$ cat config.mk
export PLATFORM = sky130hd
export DESIGN_NAME = mipsCore
export DESIGN_NICKNAME = d
export VERILOG_FILES = /design/src/hw/mipsPkg.sv /design/src/hw/corePkg.sv /design/src/hw/controlDecoder.sv /design/src/hw/regFile.sv /design/src/hw/alu.sv /design/src/hw/hazardUnit.sv /design/src/hw/datapath.sv /design/src/hw/mipsCore.sv
export SDC_FILE = /design/constraint.sdc
export NUM_CORES = 2
export LEC_CHECK = 0
export BUFFER_PORTS_ARGS = -buffer_cell sky130_fd_sc_hd__buf_2
export CAP_MARGIN = 20
export CORE_ASPECT_RATIO = 1.75
export CORE_MARGIN = 4
export CORE_UTILIZATION = 35
export CTS_BUF_LIST = sky130_fd_sc_hd__clkbuf_4
export DETAILED_ROUTE_END_ITERATION = 6
export PLACE_DENSITY = 0.58
export SLEW_MARGIN = 20
export SYNTH_ARGS = -nofsm -noshare
export SYNTH_HDL_FRONTEND = slang
export SYNTH_SLANG_ARGS = --single-unit
$ cat constraint.sdc
create_clock -name clk -period 6.95 [get_ports clk]
set_input_delay 0.3475 -clock clk [delete_from_list [all_inputs] [get_ports clk]]
set_output_delay 0.3475 -clock clk [all_outputs]
set_load 0.1 [all_outputs]
$ cat src/hw/mipsPkg.sv
`default_nettype none

package mipsPkg;

	// width of a register number
	localparam int regAddrWidth = 5;

	////////////////////////////////////////////////////////////
	// primary opcodes
	localparam logic [5:0] opR     = 6'h00;
	localparam logic [5:0] opJ     = 6'h02;
	localparam logic [5:0] opBeq   = 6'h04;
	localparam logic [5:0] opAddiu = 6'h09;
	localparam logic [5:0] opLw    = 6'h23;
	localparam logic [5:0] opSw    = 6'h2b;

	// funct field, R format only
	localparam logic [5:0] fnAddu = 6'h21;
	localparam logic [5:0] fnSubu = 6'h23;
	localparam logic [5:0] fnAnd  = 6'h24;
	localparam logic [5:0] fnOr   = 6'h25;
	localparam logic [5:0] fnSlt  = 6'h2a;

	////////////////////////////////////////////////////////////
	// register format
	typedef struct packed {
		logic [5:0]              op;
		logic [regAddrWidth-1:0] rs;
		logic [regAddrWidth-1:0] rt;
		logic [regAddrWidth-1:0] rd;
		logic [4:0]              shamt;
		logic [5:0]              funct;
	} rFmtT;

	// immediate format, rs/rt/imm16 together form the J target
	typedef struct packed {
		logic [5:0]              op;
		logic [regAddrWidth-1:0] rs;
		logic [regAddrWidth-1:0] rt;
		logic [15:0]             imm16;
	} iFmtT;

	// one instruction word, two views
	typedef union packed {
		rFmtT rFmt;
		iFmtT iFmt;
	} instrWord;

endpackage

`default_nettype wire

$ cat src/hw/corePkg.sv
`default_nettype none

package corePkg;

	////////////////////////////////////////////////////////////
	// alu operations
	localparam logic [2:0] aluAdd = 3'd0;
	localparam logic [2:0] aluSub = 3'd1;
	localparam logic [2:0] aluAnd = 3'd2;
	localparam logic [2:0] aluOr  = 3'd3;
	localparam logic [2:0] aluSlt = 3'd4;

	////////////////////////////////////////////////////////////
	// execute operand source
	// register file value from the ID/EX register
	localparam logic [1:0] fwdReg = 2'b00;
	// writeback result
	localparam logic [1:0] fwdWb  = 2'b01;
	// alu result sitting in memory stage
	localparam logic [1:0] fwdMem = 2'b10;

	// first fetch address
	localparam logic [31:0] resetPc = 32'h0000_0000;

endpackage

`default_nettype wire

$ cat src/hw/controlDecoder.sv
`timescale 1ns/1ns
`default_nettype none

module controlDecoder (
	input  wire mipsPkg::instrWord instrD,
	output logic                   regWrite,
	output logic                   memToReg,
	output logic                   memWrite,
	output logic                   aluSrc,
	output logic                   regDst,
	output logic                   branch,
	output logic                   jump,
	output logic [2:0]             aluOp
);
	import mipsPkg::*;
	import corePkg::*;

	always_comb begin
		// bubble unless recognised
		regWrite = 1'b0;
		memToReg = 1'b0;
		memWrite = 1'b0;
		aluSrc   = 1'b0;
		regDst   = 1'b0;
		branch   = 1'b0;
		jump     = 1'b0;
		aluOp    = aluAdd;
		case (instrD.iFmt.op)
			opR: begin
				// R format, funct picks the operation
				regDst   = 1'b1;
				regWrite = 1'b1;
				case (instrD.rFmt.funct)
					fnAddu: aluOp = aluAdd;
					fnSubu: aluOp = aluSub;
					fnAnd:  aluOp = aluAnd;
					fnOr:   aluOp = aluOr;
					fnSlt:  aluOp = aluSlt;
					// unsupported funct, no write
					default: regWrite = 1'b0;
				endcase
			end
			opAddiu: begin
				regWrite = 1'b1;
				aluSrc   = 1'b1;
			end
			opLw: begin
				regWrite = 1'b1;
				memToReg = 1'b1;
				aluSrc   = 1'b1;
			end
			// address is rs + imm, data from rt
			opSw: begin
				memWrite = 1'b1;
				aluSrc   = 1'b1;
			end
			opBeq: branch = 1'b1;
			opJ:   jump = 1'b1;
			default: ;
		endcase
	end

endmodule

`default_nettype wire

$ cat src/hw/regFile.sv
`timescale 1ns/1ns
`default_nettype none

module regFile (
	input  wire                              clk,
	input  wire                              arstN,
	input  wire                              writeEn,
	input  wire [mipsPkg::regAddrWidth-1:0]  readAddrA,
	input  wire [mipsPkg::regAddrWidth-1:0]  readAddrB,
	input  wire [mipsPkg::regAddrWidth-1:0]  writeAddr,
	input  wire [31:0]                       writeData,
	output logic [31:0]                      readDataA,
	output logic [31:0]                      readDataB
);
	import mipsPkg::*;

	logic [31:0] regs [2**regAddrWidth];

	// one read port: zero register, then write-through, then array
	function automatic logic [31:0] readPort(input logic [regAddrWidth-1:0] addr);
		if (addr == '0)
			return '0;
		if (writeEn && addr == writeAddr)
			return writeData;
		return regs[addr];
	endfunction

	// write on the edge, r0 never written
	always_ff @(posedge clk or negedge arstN) begin
		if (!arstN)
			regs <= '{default: '0};
		else if (writeEn && writeAddr != '0)
			regs[writeAddr] <= writeData;
	end

	always_comb begin
		readDataA = readPort(readAddrA);
		readDataB = readPort(readAddrB);
	end

endmodule

`default_nettype wire

$ cat src/hw/alu.sv
`timescale 1ns/1ns
`default_nettype none

module alu (
	input  wire [31:0]  srcA,
	input  wire [31:0]  srcB,
	input  wire [2:0]   aluOp,
	output logic [31:0] result
);
	import corePkg::*;

	always_comb begin
		case (aluOp)
			// ADDU, ADDIU, load/store address
			aluAdd: result = srcA + srcB;
			aluSub: result = srcA - srcB;
			aluAnd: result = srcA & srcB;
			aluOr:  result = srcA | srcB;
			// signed compare, result is 0 or 1
			aluSlt: result = {31'b0, $signed(srcA) < $signed(srcB)};
			default: result = '0;
		endcase
	end

endmodule

`default_nettype wire

$ cat src/hw/hazardUnit.sv
`timescale 1ns/1ns
`default_nettype none

module hazardUnit (
	input  wire                              iStall,
	input  wire                              dStall,
	input  wire [mipsPkg::regAddrWidth-1:0]  rsD,
	input  wire [mipsPkg::regAddrWidth-1:0]  rtD,
	input  wire [mipsPkg::regAddrWidth-1:0]  rsE,
	input  wire [mipsPkg::regAddrWidth-1:0]  rtE,
	input  wire                              branchD,
	input  wire [mipsPkg::regAddrWidth-1:0]  writeRegE,
	input  wire [mipsPkg::regAddrWidth-1:0]  writeRegM,
	input  wire [mipsPkg::regAddrWidth-1:0]  writeRegW,
	input  wire                              regWriteE,
	input  wire                              regWriteM,
	input  wire                              regWriteW,
	input  wire                              memToRegE,
	input  wire                              memToRegM,
	output logic                             stallF,
	output logic                             stallD,
	output logic                             flushE,
	output logic                             forwardAD,
	output logic                             forwardBD,
	output logic [1:0]                       forwardAE,
	output logic [1:0]                       forwardBE,
	output logic                             longestStall
);
	import mipsPkg::*;
	import corePkg::*;

	logic loadUseStall;
	logic branchStall;

	// execute source, memory stage wins over writeback
	function automatic logic [1:0] fwdSel(input logic [regAddrWidth-1:0] src);
		if (src == '0)
			return fwdReg;
		if (regWriteM && src == writeRegM)
			return fwdMem;
		if (regWriteW && src == writeRegW)
			return fwdWb;
		return fwdReg;
	endfunction

	////////////////////////////////////////////////////////////
	// forwarding
	always_comb begin
		forwardAE = fwdSel(rsE);
		forwardBE = fwdSel(rtE);
	end

	// branch compare in decode, alu result from memory stage
	// writeback is covered by the register file write-through
	assign forwardAD = (rsD != '0) && regWriteM && (rsD == writeRegM);
	assign forwardBD = (rtD != '0) && regWriteM && (rtD == writeRegM);

	////////////////////////////////////////////////////////////
	// stalls
	// load in execute feeding decode
	assign loadUseStall = memToRegE && regWriteE &&
		((writeRegE == rsD) || (writeRegE == rtD));

	// branch operand still in flight
	assign branchStall = branchD &&
		((regWriteE && ((writeRegE == rsD) || (writeRegE == rtD))) ||
		(memToRegM && regWriteM && ((writeRegM == rsD) || (writeRegM == rtD))));

	assign stallF = loadUseStall || branchStall;
	assign stallD = loadUseStall || branchStall;
	// bubble into execute while decode waits
	assign flushE = loadUseStall || branchStall;

	// either memory busy freezes everything
	assign longestStall = iStall || dStall;

endmodule

`default_nettype wire

$ cat src/hw/datapath.sv
`timescale 1ns/1ns
`default_nettype none

module datapath (
	input  wire                              clk,
	input  wire                              arstN,
	input  wire [31:0]                       instrF,
	input  wire [31:0]                       readDataM,
	// decoder
	input  wire                              regWriteD,
	input  wire                              memToRegD,
	input  wire                              memWriteD,
	input  wire                              aluSrcD,
	input  wire                              regDstD,
	input  wire                              branchD,
	input  wire                              jumpD,
	input  wire [2:0]                        aluOpD,
	// hazard unit
	input  wire                              stallF,
	input  wire                              stallD,
	input  wire                              flushE,
	input  wire                              forwardAD,
	input  wire                              forwardBD,
	input  wire [1:0]                        forwardAE,
	input  wire [1:0]                        forwardBE,
	input  wire                              longestStall,
	// memories
	output logic [31:0]                      pcF,
	output logic                             memWriteM,
	output logic [31:0]                      aluOutM,
	output logic [31:0]                      writeDataM,
	// stage state for decoder and hazard unit
	output mipsPkg::instrWord                instrD,
	output logic [mipsPkg::regAddrWidth-1:0] rsD,
	output logic [mipsPkg::regAddrWidth-1:0] rtD,
	output logic [mipsPkg::regAddrWidth-1:0] rsE,
	output logic [mipsPkg::regAddrWidth-1:0] rtE,
	output logic [mipsPkg::regAddrWidth-1:0] writeRegE,
	output logic [mipsPkg::regAddrWidth-1:0] writeRegM,
	output logic [mipsPkg::regAddrWidth-1:0] writeRegW,
	output logic                             regWriteE,
	output logic                             regWriteM,
	output logic                             regWriteW,
	output logic                             memToRegE,
	output logic                             memToRegM,
	// writeback debug
	output logic [31:0]                      debugWbPc,
	output logic [3:0]                       debugWbRfWen,
	output logic [4:0]                       debugWbRfWnum,
	output logic [31:0]                      debugWbRfWdata
);
	import mipsPkg::*;
	import corePkg::*;

	// fetch
	logic [31:0] pcPlus4F;
	logic [31:0] pcNextF;
	// decode
	logic [31:0] pcD;
	logic [31:0] pcPlus4D;
	logic [31:0] srcAD;
	logic [31:0] srcBD;
	logic [31:0] signImmD;
	logic [31:0] branchTargetD;
	logic [31:0] jumpTargetD;
	logic [regAddrWidth-1:0] rdD;
	logic takenD;
	// execute
	logic [31:0] pcE;
	logic [31:0] srcAE;
	logic [31:0] srcBE;
	logic [31:0] signImmE;
	logic [31:0] opAE;
	logic [31:0] opBE;
	logic [31:0] aluOutE;
	logic [regAddrWidth-1:0] rdE;
	logic regWriteRawE;
	logic memWriteE;
	logic aluSrcE;
	logic regDstE;
	logic [2:0] aluOpE;
	// memory, writeback
	logic [31:0] pcM;
	logic [31:0] pcW;
	logic [31:0] aluOutW;
	logic [31:0] readDataW;
	logic [31:0] resultW;
	logic memToRegW;
	logic wbWriteEn;

	// execute operand select
	function automatic logic [31:0] fwdMux(input logic [1:0] sel, input logic [31:0] regVal);
		case (sel)
			fwdMem:  return aluOutM;
			fwdWb:   return resultW;
			default: return regVal;
		endcase
	endfunction

	////////////////////////////////////////////////////////////
	// fetch
	assign pcPlus4F = pcF + 32'd4;

	// redirect resolved in decode, delay slot already fetched
	always_comb begin
		if (jumpD)
			pcNextF = jumpTargetD;
		else if (takenD)
			pcNextF = branchTargetD;
		else
			pcNextF = pcPlus4F;
	end

	always_ff @(posedge clk or negedge arstN) begin
		if (!arstN)
			pcF <= resetPc;
		else if (!longestStall && !stallF)
			pcF <= pcNextF;
	end

	// IF/ID, all-zero word decodes to a bubble
	always_ff @(posedge clk or negedge arstN) begin
		if (!arstN)
			instrD <= '0;
		else if (!longestStall && !stallD)
			instrD <= instrF;
	end

	always_ff @(posedge clk) begin
		if (!longestStall && !stallD)
			pcD <= pcF;
	end

	////////////////////////////////////////////////////////////
	// decode
	assign rsD = instrD.rFmt.rs;
	assign rtD = instrD.rFmt.rt;
	assign rdD = instrD.rFmt.rd;
	assign signImmD = {{16{instrD.iFmt.imm16[15]}}, instrD.iFmt.imm16};
	assign pcPlus4D = pcD + 32'd4;
	assign branchTargetD = pcPlus4D + {signImmD[29:0], 2'b00};
	// region of the delay slot, 26-bit word index
	assign jumpTargetD = {pcPlus4D[31:28], instrD.iFmt.rs, instrD.iFmt.rt,
		instrD.iFmt.imm16, 2'b00};

	regFile uRegFile (
		.clk       (clk),
		.arstN     (arstN),
		.writeEn   (wbWriteEn),
		.readAddrA (rsD),
		.readAddrB (rtD),
		.writeAddr (writeRegW),
		.writeData (resultW),
		.readDataA (srcAD),
		.readDataB (srcBD)
	);

	// equality on forwarded operands
	assign takenD = branchD &&
		((forwardAD ? aluOutM : srcAD) == (forwardBD ? aluOutM : srcBD));

	// ID/EX control, flush leaves a bubble
	always_ff @(posedge clk or negedge arstN) begin
		if (!arstN) begin
			regWriteRawE <= 1'b0;
			memToRegE    <= 1'b0;
			memWriteE    <= 1'b0;
			aluSrcE      <= 1'b0;
			regDstE      <= 1'b0;
			aluOpE       <= aluAdd;
		end else if (!longestStall) begin
			regWriteRawE <= regWriteD && !flushE;
			memToRegE    <= memToRegD && !flushE;
			memWriteE    <= memWriteD && !flushE;
			aluSrcE      <= aluSrcD;
			regDstE      <= regDstD;
			aluOpE       <= aluOpD;
		end
	end

	always_ff @(posedge clk) begin
		if (!longestStall) begin
			pcE      <= pcD;
			srcAE    <= srcAD;
			srcBE    <= srcBD;
			signImmE <= signImmD;
			rsE      <= rsD;
			rtE      <= rtD;
			rdE      <= rdD;
		end
	end

	////////////////////////////////////////////////////////////
	// execute
	assign writeRegE = regDstE ? rdE : rtE;
	// r0 target never counts as a write
	assign regWriteE = regWriteRawE && (writeRegE != '0);
	assign opAE = fwdMux(forwardAE, srcAE);
	assign opBE = fwdMux(forwardBE, srcBE);

	alu uAlu (
		.srcA   (opAE),
		.srcB   (aluSrcE ? signImmE : opBE),
		.aluOp  (aluOpE),
		.result (aluOutE)
	);

	// EX/MEM
	always_ff @(posedge clk or negedge arstN) begin
		if (!arstN) begin
			regWriteM <= 1'b0;
			memToRegM <= 1'b0;
			memWriteM <= 1'b0;
		end else if (!longestStall) begin
			regWriteM <= regWriteE;
			memToRegM <= memToRegE;
			memWriteM <= memWriteE;
		end
	end

	always_ff @(posedge clk) begin
		if (!longestStall) begin
			aluOutM    <= aluOutE;
			writeDataM <= opBE;
			writeRegM  <= writeRegE;
			pcM        <= pcE;
		end
	end

	////////////////////////////////////////////////////////////
	// MEM/WB, load data taken in the access cycle
	always_ff @(posedge clk or negedge arstN) begin
		if (!arstN) begin
			regWriteW <= 1'b0;
			memToRegW <= 1'b0;
		end else if (!longestStall) begin
			regWriteW <= regWriteM;
			memToRegW <= memToRegM;
		end
	end

	always_ff @(posedge clk) begin
		if (!longestStall) begin
			aluOutW   <= aluOutM;
			readDataW <= readDataM;
			writeRegW <= writeRegM;
			pcW       <= pcM;
		end
	end

	// writeback, one retirement per advancing cycle
	assign resultW = memToRegW ? readDataW : aluOutW;
	assign wbWriteEn = regWriteW && !longestStall;

	assign debugWbPc      = pcW;
	assign debugWbRfWen   = {4{wbWriteEn}};
	assign debugWbRfWnum  = writeRegW;
	assign debugWbRfWdata = resultW;

endmodule

`default_nettype wire

$ cat src/hw/mipsCore.sv
`timescale 1ns/1ns
`default_nettype none

module mipsCore (
	input  wire         clk,
	input  wire         arstN,
	input  wire [31:0]  instrF,
	input  wire [31:0]  readDataM,
	input  wire         iStall,
	input  wire         dStall,
	output logic [31:0] pcF,
	output logic        memWriteM,
	output logic [31:0] aluOutM,
	output logic [31:0] writeDataM,
	output logic        longestStall,
	output logic [31:0] debugWbPc,
	output logic [3:0]  debugWbRfWen,
	output logic [4:0]  debugWbRfWnum,
	output logic [31:0] debugWbRfWdata
);
	import mipsPkg::*;

	// decode-stage controls
	instrWord instrD;
	logic regWriteD;
	logic memToRegD;
	logic memWriteD;
	logic aluSrcD;
	logic regDstD;
	logic branchD;
	logic jumpD;
	logic [2:0] aluOpD;

	// hazard selects
	logic stallF;
	logic stallD;
	logic flushE;
	logic forwardAD;
	logic forwardBD;
	logic [1:0] forwardAE;
	logic [1:0] forwardBE;

	// per-stage register numbers and enables
	logic [regAddrWidth-1:0] rsD;
	logic [regAddrWidth-1:0] rtD;
	logic [regAddrWidth-1:0] rsE;
	logic [regAddrWidth-1:0] rtE;
	logic [regAddrWidth-1:0] writeRegE;
	logic [regAddrWidth-1:0] writeRegM;
	logic [regAddrWidth-1:0] writeRegW;
	logic regWriteE;
	logic regWriteM;
	logic regWriteW;
	logic memToRegE;
	logic memToRegM;

	controlDecoder uDecoder (
		.instrD   (instrD),
		.regWrite (regWriteD),
		.memToReg (memToRegD),
		.memWrite (memWriteD),
		.aluSrc   (aluSrcD),
		.regDst   (regDstD),
		.branch   (branchD),
		.jump     (jumpD),
		.aluOp    (aluOpD)
	);

	// port names match the nets above
	datapath uDatapath (.*);

	hazardUnit uHazard (.*);

endmodule

`default_nettype wire

Word-level counts from Yosys, hierarchy flattened
Cells that the tools add are included.

Input bits: 68. Logic and storage cells: 219. Register bits after elaboration: 1462. Output and inout bits: 171.

Eq/ne operators: 31. Magnitude comparators: 5. Multiplexer cells: 67. $add $sub $neg: 5. Reduce and logical (&&, ||, !) cells: 45. Bitwise gates (word level): 5.

Operators with widths (count): bitwise mux 1024 bit (1); two-way mux 32 bit (19); binary-select mux 32 bit (select 5 bit) (2); demux 32 bit (select 5 bit) (1); case mux 32 bit (5 select lines) (1); case mux 32 bit (2 select lines) (2); adder 32 x 3 -> 32 bit, second input constant (2); adder 32 bit (2); equality test 5 bit (12); equality test 6 bit, second input constant (7); bitwise AND 32 bit (1); equality test 32 bit (1); less-than comparator 32 bit (1); OR 32 bit (1); subtractor 32 bit (1); logical AND 1 bit (25); two-way mux 1 bit (25); two-way mux 2 bit (12); logical NOT 5 bit (4); nonzero test 5 bit (4); greater-or-equal comparator 6 bit, second input constant (3); NOT 5 -> 6 bit (3); case mux 3 bit (4 select lines) (1); equality test 3 x 2 -> 1 bit, second input constant (2); 18 further kinds (25).

Depth between registers and ports, before layout
Word-level depth: 14. Depth in mapped cells: 27.

Hierarchy
Synthesis repeated with hierarchy kept, for this count alone.

Cell total of the unflattened synthesis: 6319. Area total of the unflattened synthesis: 81947.3 um^2.

By module, submodules not included: regFile (area each 55958.7 um^2, seq. area each 25624.6 um^2, times used 1, cells an instance 3920); datapath (area each 20384.6 um^2, seq. area each 12617.1 um^2, times used 1, cells an instance 1555); alu (area each 4833.4 um^2, seq. area each 0.0 um^2, times used 1, cells an instance 738); hazardUnit (area each 580.6 um^2, seq. area each 0.0 um^2, times used 1, cells an instance 81); controlDecoder (area each 190.2 um^2, seq. area each 0.0 um^2, times used 1, cells an instance 25).

Least setup slack after synthesis
OpenSTA, ideal clock, no wires.

Kind: input port to flip-flop. Start point: input dStall. End point: register uDatapath.aluOpE[2]. Stages on the path: 3. Library setup time: 0.553 ns. Path buffers: 1. Path slack: -3.384 ns. Required time: 6.397 ns. Arrival: 9.781 ns. Cell sequence: nor2_1 clkbuf_1 o21ai_0.

Longest elaborated chain between the ends: 1.

RTL lines: start: declaration (line mipsCore.sv:10) `input wire dStall,`; logical OR 1 bit (line hazardUnit.sv:75) `assign longestStall = iStall || dStall;`; end signal: assignment (line datapath.sv:170) `aluOpE <= aluAdd;`; end signal: assignment (line datapath.sv:177) `aluOpE <= aluOpD;`; end: declaration (line datapath.sv:81) `logic [2:0] aluOpE;`.

No other way between the ends. A chain may end at the register's enable or synchronous reset.

Worst setup path in the final report
Start point: register uDatapath.instrD[17] in the netlist's numbering. End point: register uDatapath.pcF[0].

Longest elaborated chain between the ends: 11.

RTL lines: start: declaration (line datapath.sv:33) `output mipsPkg::instrWord instrD,`; start signal: assignment (line datapath.sv:126) `instrD <= instrF;`; NOT 5 -> 6 bit (not written as such) or equality test 5 bit (tied branches) (line regFile.sv:25, regFile.sv:23); binary-select mux 32 bit (select 5 bit) or logical AND 1 bit (tied branches) (line regFile.sv:25, regFile.sv:23); two-way mux 32 bit (not written as such) or two-way mux 1 bit (tied branches) (2 in series) (line regFile.sv:25, regFile.sv:23); two-way mux 32 bit (line regFile.sv:25) `return regs[addr];`; two-way mux 32 bit (line regFile.sv:23) `if (writeEn && addr == writeAddr)`; two-way mux 32 bit (line datapath.sv:160) `((forwardAD ? aluOutM : srcAD) == (forwardBD ? aluOutM : srcBD));`; equality test 32 bit (line datapath.sv:160); logical AND 1 bit (line datapath.sv:159) `assign takenD = branchD &&`; two-way mux 32 bit (line datapath.sv:108) `else if (takenD)`; two-way mux 32 bit (line datapath.sv:106) `if (jumpD)`; end signal: assignment (line datapath.sv:116) `pcF <= resetPc;`; end signal: assignment (line datapath.sv:118) `pcF <= pcNextF;`; end: declaration (line datapath.sv:28) `output logic [31:0] pcF,`.

Several ways; a longest one is shown, not always the timed one. The select of a mux whose other input is x is not followed.

==> flow_summary.ini <==
[run_status]
status = finished clean

[setup_path]
critPathMaxStageDelay_ps = 820
cp_slowest_cell = dfrtp_4
r2r-start = uDatapath.instrD[17]
arrival_ps = 7480
cp-endpoint = uDatapath.pcF[0]
crit_top_cell = buf_4
path_buf_inv = 4
cp.required_ps = 8000
critPathMaxFanout = 37
crit_start = uDatapath.instrD[17]
cp-start-kind = register
crit_type = reg -> reg
cp_top_family = compound AO/OA/AOI/OAI gates
worstPathCellList = buf_4, nor2b_1, buf_4, a22oi_1, a31oi_1, buf_4, or3_1, a32oi_1, xnor2_1, o2111ai_1, nor4_1, o2111ai_1, nor4_4, buf_12, o21ai_0, a22o_1
critPathCaptureType = register
cp_num_cells = 16
r2r_setup_slack_ps = 520
r2r_cells = 16
r2r-end = uDatapath.pcF[0]

[cts]
cts-buffers-inserted = 343
htree_num_levels = 5
clock_path_buffers = 4
clk_pin_slew_ps = 80
clock_sinks = 1457
tritoncts = done
cts-root-buf = clkbuf_4
clk_latency_ps = 1210
post-cts-setup-buffer-count = 0

[layout]
stdcell_area_sq_um = 90300
drive_gt1_frac = 0.202
fin_nets = 8138
post-route-util = 0.400
area_growth_pct = 13.6

[timing]
hold_viol = 0
drv_slew = 0
timing.slew.headroom = 0.181
fin_crit_sh = 0.925
period_needed_ps = 6430
finalSetupViolations = 0
finClkSkew_ps = 125
fmax_ghz = 0.156
rsz0062_at_grt = no
fin_tns_setup_ps = 0
tightest_slew_ps = 1210
worst_slack_ps = 524

[synth]
ys_ff_latch = 1457
syn_area_sq_um = 79500
ys_seq_area_frac = 0.481
synth_top_area_cell = dfrtp_1
synthFlopType = dfrtp_1
synth_top_cell_area_share = 0.347
avgSynthCellArea_sq_um = 10.5
synthCells = 7575
ys_warn_count = 0
synth_area_leaders = dfrtp_1 (35%), edfxtp_1 (13%), mux4_2 (11%), o21ai_0 (4.8%), nand2_1 (4.4%)
synth_nets = 7778
async_reset_ff_frac = 0.756
synth_cell_types = 98
synth_edf_count = 356
synth.most_common_cell = dfrtp_1
synth_common_cells = dfrtp_1 (1101), nand2_1 (939), o21ai_0 (763), nor2_1 (692), a21oi_1 (597)

[placed_design]
io_buffers = 238
pre_cts_slack_ps = 444
placed_area_sq_um = 84600
gp_congestion = 0.975
dpl.hpwl_um = 222000

[hold_path]
hold_path_class = in -> reg
min_path_cells = 3

[power]
p_clk_frac = 0.316
ir_drop_uv = 133
internal_power_mw = 14.6
switchingPower_mw = 8.27
pwr-share-comb = 0.250
seqPwrFrac = 0.434
power_density_nw_per_um2 = 253
switching_share = 0.362
finalPower_mw = 22.9
cellLeakagePower_nw = 37.5

[global_route]
grt_max_degree = 163
grt.overflow.total = 0
grt_pass1_wl_um = 468000
grt_use_total = 0.272
antenna_found_initial = 25
grt_pass1_vias = 66900

[die]
start_util = 0.352
rows = 231
design.die.area_sq_um = 235000
die_w_um = 368
die_h_um = 638
ioPinCount = 239
core_area_sq_um = 226000

[detailed_routing]
drtIter0Drc = 6432
wl_per_cell_um = 29.3
drc = 0
postRouteAntennaNets = 0
dr_total_vias = 66100
firstDrtPassIters = 6
drt_wl_total_um = 329000
post_drt_via_cell_ratio = 5.89

[flow_run]
maxCapViolations = 0
-- cell usage in the layout (no fill, tap or decap), types with 26 or more instances in the layout --
| master | n |
|---|---|
| a21oi_1 | 596 |
| a21o_1 | 32 |
| mux2_2 | 37 |
| nand2_1 | 927 |
| o22ai_1 | 52 |
| o21ai_0 | 761 |
| buf_2 | 237 |
| nand2b_1 | 36 |
| a31oi_1 | 35 |
| dlygate4sd3_1 | 132 |
| a22oi_1 | 191 |
| inv_1 | 188 |
| ha_1 | 130 |
| edfxtp_1 | 356 |
| clkinv_1 | 80 |
| mux4_2 | 404 |
| o21a_1 | 43 |
| mux2i_4 | 26 |
| a211oi_1 | 76 |
| xor2_1 | 50 |
| nor2b_1 | 28 |
| nand3_1 | 119 |
| and2_1 | 26 |
| clkbuf_4 | 478 |
| nor2_1 | 681 |
| xnor2_1 | 113 |
| and3_1 | 34 |
| mux2i_1 | 283 |
| nor3_1 | 91 |
| nand4_1 | 31 |
| buf_4 | 290 |
| dfrtp_1 | 1089 |
-- metal layers --
layer  part of all wire  routed length, um  track usage  vias to the layer above
met1               0.33             109000        0.284                    32600
li1                   -                  -            -                    28400
met5            0.00026                 87            0                        -
met4               0.11              37100        0.256                       14
met3              0.073              24100       0.0548                     1402
met2               0.48             159000        0.457                     3648
-- state kept, by name, summed over array words and instances (netlist names), 3 cells and up --
register                 cells
uDatapath.uRegFile.regs   1024
uDatapath.aluOutM           32
uDatapath.aluOutW           32
uDatapath.debugWbPc         32
uDatapath.instrD            32
uDatapath.pcD               32
uDatapath.pcE               32
uDatapath.pcF               32
uDatapath.pcM               32
uDatapath.readDataW         32
uDatapath.srcAE             32
uDatapath.srcBE             32
uDatapath.writeDataM        32
uDatapath.signImmE          11
uDatapath.debugWbRfWnum      5
uDatapath.rdE                5
uDatapath.rsE                5
uDatapath.rtE                5
uDatapath.writeRegM          5
uDatapath.aluOpE             3
-- per-stage QoR --
step                std cells  hold WS (ps)
CTS                     11200           283
global placement        10500           377
detailed placement      10500           385
floorplan                7575          51.9
finish                  11200           393
global route            11200           371
-- power groups by stage --
| stage | combinational (mW) | sequential (mW) | clock (mW) |
|---|---|---|---|
| 6_report | 5.72 | 9.92 | 7.23 |
| 5_1_grt | 5.99 | 9.95 | 7.76 |
| 4_1_cts | 5.62 | 9.90 | 7.38 |
| 3_5_place_dp | 5.54 | 10.1 | 0 |
| 3_3_place_gp | 5.51 | 10.1 | 0 |
| 2_1_floorplan | 3.07 | 10.5 | 0 |
-- kinds of logic after synthesis --
logic type	after synthesis	share of synthesized area
AND/OR/NAND/NOR	2133	0.116
AO/OA/AOI/OAI	2059	0.154
flip-flops	1457	0.481
buffers and inverters	870	0.0500
multiplexers	758	0.160
XOR/XNOR	163	0.0180
adder cells (fa/ha/maj)	135	0.0215
-- repair_timing --
| item | in CTS | in global routing |
|---|---|---|
| setup endpoints to repair | 0 | 1 |
| resized for setup | 0 | 2 |
| hold buffers | 133 | 0 |
| hold endpoints to repair | 363 | 0 |
-- tightest hold or removal path, cell delays in order --
cell	delay, ps
dlygate4sd3_1	520
buf_2	90
dlygate4sd3_1	530
-- worst min-delay path by stage --
stage	startpoint	end	slack, ps
after floorplan	arstN	uDatapath.aluOpE[0]	50
after global placement	uDatapath.uRegFile.regs[1018]	uDatapath.uRegFile.regs[1018]	380
after detailed placement	uDatapath.uRegFile.regs[1018]	uDatapath.uRegFile.regs[1018]	390
after CTS	readDataM[13]	uDatapath.readDataW[13]	280
after global routing	readDataM[29]	uDatapath.readDataW[29]	370
final	readDataM[13]	uDatapath.readDataW[13]	390
-- cell type report --
| cell class | count | area, sq um |
|---|---|---|
| Fill cell | 22100 | 136000 |
| Sequential cell | 1457 | 38300 |
| Multi-Input combinational cell | 5248 | 37900 |
| Timing Repair Buffer | 689 | 5280 |
| Tap cell | 3029 | 3790 |
| Clock buffer | 478 | 3590 |
| Inverter | 196 | 738 |
| Clock inverter | 116 | 707 |
| Antenna cell | 17 | 42.5 |
(Power assumes the default switching activity.)
